**src/hdl/video_pkg.sv**
```systemverilog
// Video subsystem shared geometry, CPU address map, register indices and types.
package video_pkg;

	// =========================================================================
	// Screen geometry.
	// =========================================================================
	localparam int ACTIVE_WIDTH = 64;
	localparam int ACTIVE_HEIGHT = 48;
	localparam int HBLANK_CYCLES = 48;
	localparam int VBLANK_LINES = 4;

	// Line buffer, palette and write buffer sizes.
	localparam int MAX_PITCH = 64;
	localparam int LINE_WORDS = MAX_PITCH / 4;
	localparam int LINE_ADDR_W = $clog2(LINE_WORDS);
	localparam int PALETTE_SIZE = 256;
	localparam int WB_DEPTH = 16;

	// CPU regions, address bits 23:20.
	localparam logic [3:0] REGION_PALETTE = 4'hE;
	localparam logic [3:0] REGION_CONTROL = 4'hF;

	// Control registers, address bits 4:2.
	localparam logic [2:0] REG_READ_OFFSET = 3'd0;
	localparam logic [2:0] REG_PITCH = 3'd1;
	localparam logic [2:0] REG_SKIP = 3'd2;
	localparam logic [2:0] REG_SKIP_X = 3'd3;
	localparam logic [2:0] REG_SKIP_Y = 3'd4;
	localparam logic [2:0] REG_USE_PALETTE = 3'd5;
	localparam logic [2:0] REG_FRAME_COUNT = 3'd6;

	typedef logic [31:0] addr_t;
	typedef logic [31:0] data_t;
	typedef logic [10:0] pos_t;
	typedef logic [23:0] color_t;
	typedef logic [7:0] pal_index_t;
	typedef logic [23:0] vram_addr_t;

	typedef enum logic [2:0] {
		IDLE,
		END_PALETTE_WRITE,
		END_VRAM_ACCESS,
		ACCESS_CONTROL,
		WAIT_REQUEST_END
	} cpu_state_t;

endpackage

```
**src/hdl/video_timing_gen.sv**
```systemverilog
// Video timing generator for pixel position and horizontal and vertical blanking.
`timescale 1ns/1ps

module video_timing_gen (
	input logic i_clock,
	input logic i_rst_n,
	output video_pkg::pos_t o_pos_x,
	output video_pkg::pos_t o_pos_y,
	output logic o_hblank,
	output logic o_vblank,
	output logic o_active
);
	import video_pkg::*;

	pos_t h_count;
	pos_t line_count;

	// Each line is hblank first, then the active pixels.
	always_ff @(posedge i_clock or negedge i_rst_n) begin
		if (!i_rst_n) begin
			h_count <= '0;
			line_count <= '0;
		end else begin
			if (h_count == pos_t'(HBLANK_CYCLES + ACTIVE_WIDTH - 1)) begin
				h_count <= '0;
				if (line_count == pos_t'(ACTIVE_HEIGHT + VBLANK_LINES - 1)) begin
					line_count <= '0;
				end else begin
					line_count <= line_count + 1'b1;
				end
			end else begin
				h_count <= h_count + 1'b1;
			end
		end
	end

	assign o_hblank = (h_count < pos_t'(HBLANK_CYCLES));
	assign o_vblank = (line_count >= pos_t'(ACTIVE_HEIGHT));
	assign o_active = !o_hblank && !o_vblank;

	// X parks at 0 through hblank.
	assign o_pos_x = o_hblank ? '0 : h_count - pos_t'(HBLANK_CYCLES);
	assign o_pos_y = line_count;

endmodule

```
**config.mk**
```make
export PLATFORM = sky130hd
export DESIGN_NAME = video_timing_gen
export DESIGN_NICKNAME = d
export VERILOG_FILES = /design/src/hdl/video_pkg.sv /design/src/hdl/video_timing_gen.sv
export SDC_FILE = /design/constraint.sdc
export NUM_CORES = 1
export LEC_CHECK = 0
export ABC_AREA = 1
export BUFFER_PORTS_ARGS = -buffer_cell sky130_fd_sc_hd__buf_4
export CORE_MARGIN = 8
export CORE_UTILIZATION = 54
export CTS_CLUSTER_SIZE = 30
export DETAILED_ROUTE_END_ITERATION = 8
export HOLD_SLACK_MARGIN = 0.06
export PLACE_DENSITY = 0.78
export SYNTH_ARGS = -nofsm -noshare
export SYNTH_HDL_FRONTEND = slang
export SYNTH_SLANG_ARGS = --single-unit
```
**constraint.sdc**
```tcl
create_clock -name i_clock -period 1.8 [get_ports i_clock]
set_clock_uncertainty 0.1 [all_clocks]
set_input_delay 0.18 -clock i_clock [delete_from_list [all_inputs] [get_ports i_clock]]
set_output_delay 0.18 -clock i_clock [all_outputs]
set_load 0.02 [all_outputs]
```
==> impl_metrics.toml <==
[setup_path]
r2r_end = "o_pos_y[4]$_DFFE_PN0N_"
cp_slowest_stage_delay_ns = 0.45
cpLargestDelayFamily = "flip-flops"
critPathBufInv = 3
cp_max_fo = 5
r2r-start = "h_count[4]$_DFF_PN0_"
start_kind = "flop"
critPathArrivalTime_ns = 1.51
rrSetupSlack_ns = 0.15
crit_path_top_delay_cell = "dfrtp_2"
worstRegToRegCells = 9
cp_cell_sequence = "buf_6 -> nand2_4 -> inv_1 -> o21ai_0 -> o21ai_0 -> buf_4"
worstPathRequired_ns = 1.52
worst-setup-path-type = "reg2out"
end_kind = "output pin"
worst_path_most_repeated_cell = "o21ai_0"

[clock_tree]
cts_inserted_buffers = 3
clk_pin_slew_ns = 0.13
cts_root_buffer = "clkbuf_4"
clk_path_buf_depth = 2
htree_levels = 1
clock-sinks = 22
cts_tree = "done"
clk_latency_ns = 0.31

[synth]
ys_seq_area_share_pct = 38.5
syn_area_per_cell_um2 = 7.04
synth-edff-count = 0
yosys.area.top_type_share_pct = 38.5
yosys_register_bits = 22
yosys_warnings = 0
netlist_top_cells_area = "dfrtp_1 39%, nand2_1 15%, inv_1 8.1%"
syn_area_um2 = 1430
syn_nets = 210
synthCells = 203
async_flop_share_pct = 100
synth_flop_cell = "dfrtp_1"
synth_top_area_cell = "dfrtp_1"
synth_cell_type_count = 25

[floorplanning]
initial_core_util_pct = 57.2
die_area_um2 = 4550
io_pins = 27
design.core.area_um2 = 2500
rows = 18
fp.dieH_um = 67.4
die_w_um = 67.4

[global_routing]
grt_pass1_vias = 1423
grt_max_degree = 23
track_usage_pct = 16.5
antenna_found_initial = 0
grt_first_pass_wirelength_um = 6010
grt_overflow = 0

[placement]
hpwl_um = 2460
port-buffer-count = 26
gp_congestion = 0.813
place_inst = 256
pre_cts_slack_ns = 0.124

[final_layout]
antenna_cells = 0
stdcell_count = 275
drive_gt1_share_pct = 29.4
area_delta_synth_final_pct = 34.7
fin_nets = 253

[drt]
wl_per_cell_um = 13.9
remaining_drc_errors = 0
finalWirelength_um = 3820
postRouteAntennaNets = 0
route.vias.total = 1462
first_pass_iters = 4
drt_iter0_markers = 87
vias_per_cell = 5.32

[sta]
setup_viol = 0
finalHoldViolations = 0
worst_pin_slew_ns = 0.290
fmax_mhz = 560
final_max_slew_viol_count = 0
period_needed_ns = 1.79
rsz0062_at_grt = "yes"
finalCritPeriodShare_pct = 99.2
fin_ws_ns = 0.0142
slew_headroom_pct = 80.7

[pwr]
powerDensity_nw_per_um2 = 461
total_power_mw = 0.887
power.leakage_nw = 1.01
peakVddDrop_uv = 438

[run_status]
status = "finished, final reports clean"

[flow_run]
drv_cap = 0

[worst_hold_path]
hold_class = "in2async"
## worst max-delay path by stage
stage	start	end	slack, ns	depth (start not counted)
3_3_place_gp	h_count[6]$_DFF_PN0_	o_active	0.23	5
4_1_cts	h_count[4]$_DFF_PN0_	o_pos_x[8]	0.007	7
6_report	h_count[4]$_DFF_PN0_	o_pos_x[7]	0.01	6
3_5_place_dp	h_count[6]$_DFF_PN0_	o_active	0.12	5
5_1_grt	h_count[4]$_DFF_PN0_	o_pos_x[7]	-0.07	6
2_1_floorplan	o_pos_y[9]$_DFFE_PN0N_	o_active	0.14	3
## cells in the mapped netlist (2+ instances only)
library cell / count
a21oi_1: 3
dfrtp_1: 22
ha_1: 5
inv_1: 31
nand2_1: 56
nand3_1: 16
nand4_1: 4
nor2_1: 30
nor2_2: 2
nor3_1: 3
o21ai_0: 12
xor2_1: 6
## layout by cell type (no fill, tap or decap)
cell type / instances
o21ai_4: 1
nand2_1: 52
buf_6: 3
nor3_2: 2
dlygate4sd3_1: 1
clkbuf_4: 3
ha_1: 3
nor2_4: 4
nor2_2: 3
inv_1: 29
nand4_1: 4
o21ai_1: 2
buf_4: 36
nor3_1: 1
o21ai_0: 10
nand2_8: 1
ha_4: 1
nand2_4: 3
inv_2: 3
ha_2: 1
dfrtp_2: 5
nand3_2: 1
nor2_1: 27
bufinv_16: 1
inv_6: 1
dfrtp_1: 17
nand3b_1: 1
nand2_2: 1
xor2_1: 6
a31oi_1: 1
nand3_1: 16
a21oi_1: 3
o31ai_4: 1
nand3_4: 1
## metal layers
| metal | up-vias | wire length (um) | global-route usage [%] |
|---|---|---|---|
| met5 | - | 0 | 0 |
| met2 | 46 | 1920 | 28.9 |
| met1 | 689 | 1610 | 18.9 |
| met4 | 0 | 95 | 7.31 |
| li1 | 714 | - | - |
| met3 | 13 | 188 | 3.64 |
## where the power goes
| part | total (mW) | switching [mW] | internal (mW) |
|---|---|---|---|
| combinational | 0.0127 | 0.00978 | 0.00289 |
| clock | 0.380 | 0.155 | 0.225 |
| sequential | 0.494 | 0 | 0.494 |
## cell type report
type                            count  area, um2
Multi-Input combinational cell    146        835
Fill cell                         173        576
Sequential cell                    22        557
Timing Repair Buffer               40        314
Inverter                           33        129
Tap cell                           30       37.5
Clock inverter                      1       30.0
Clock buffer                        3       22.5
## cells by family after synthesis
group                      share of synthesized area [%]
AOI/OAI and AO/OA                                   6.57
xor gates and xnor gates                            3.68
adders and majority gates                           4.38
buffers and inverters                               10.9
DFF                                                 38.5
and+or+nand+nor                                     35.9
## stage by stage
stage / cell area [um2] / hold slack, ns / util (%) / setup TNS, ns
2_1_floorplan: 1430 / -0.216 / - / 0
3_3_place_gp: 1630 / -0.0139 / 65.4 / 0
3_5_place_dp: 1630 / -0.0114 / 65.4 / 0
4_1_cts: 1800 / 0.181 / 72.2 / 0
5_1_grt: 1920 / 0.187 / 77.0 / -0.158
6_report: 1920 / 0.176 / 77.0 / 0
## sequential cells by signal (all words and copies together), names as in the netlist
| signal | cells |
|---|---|
| h_count | 11 |
| o_pos_y | 11 |
## repair_timing
item,4_1_cts,5_1_grt
cloned,1,0
endpoints found under the setup margin,12,13
pin swaps,4,6
endpoints found under the hold margin,22,0
setup buffers,8,5
hold buffers,1,0
gates resized for setup,16,18
No activity file was read; power rests on OpenSTA's default activity.
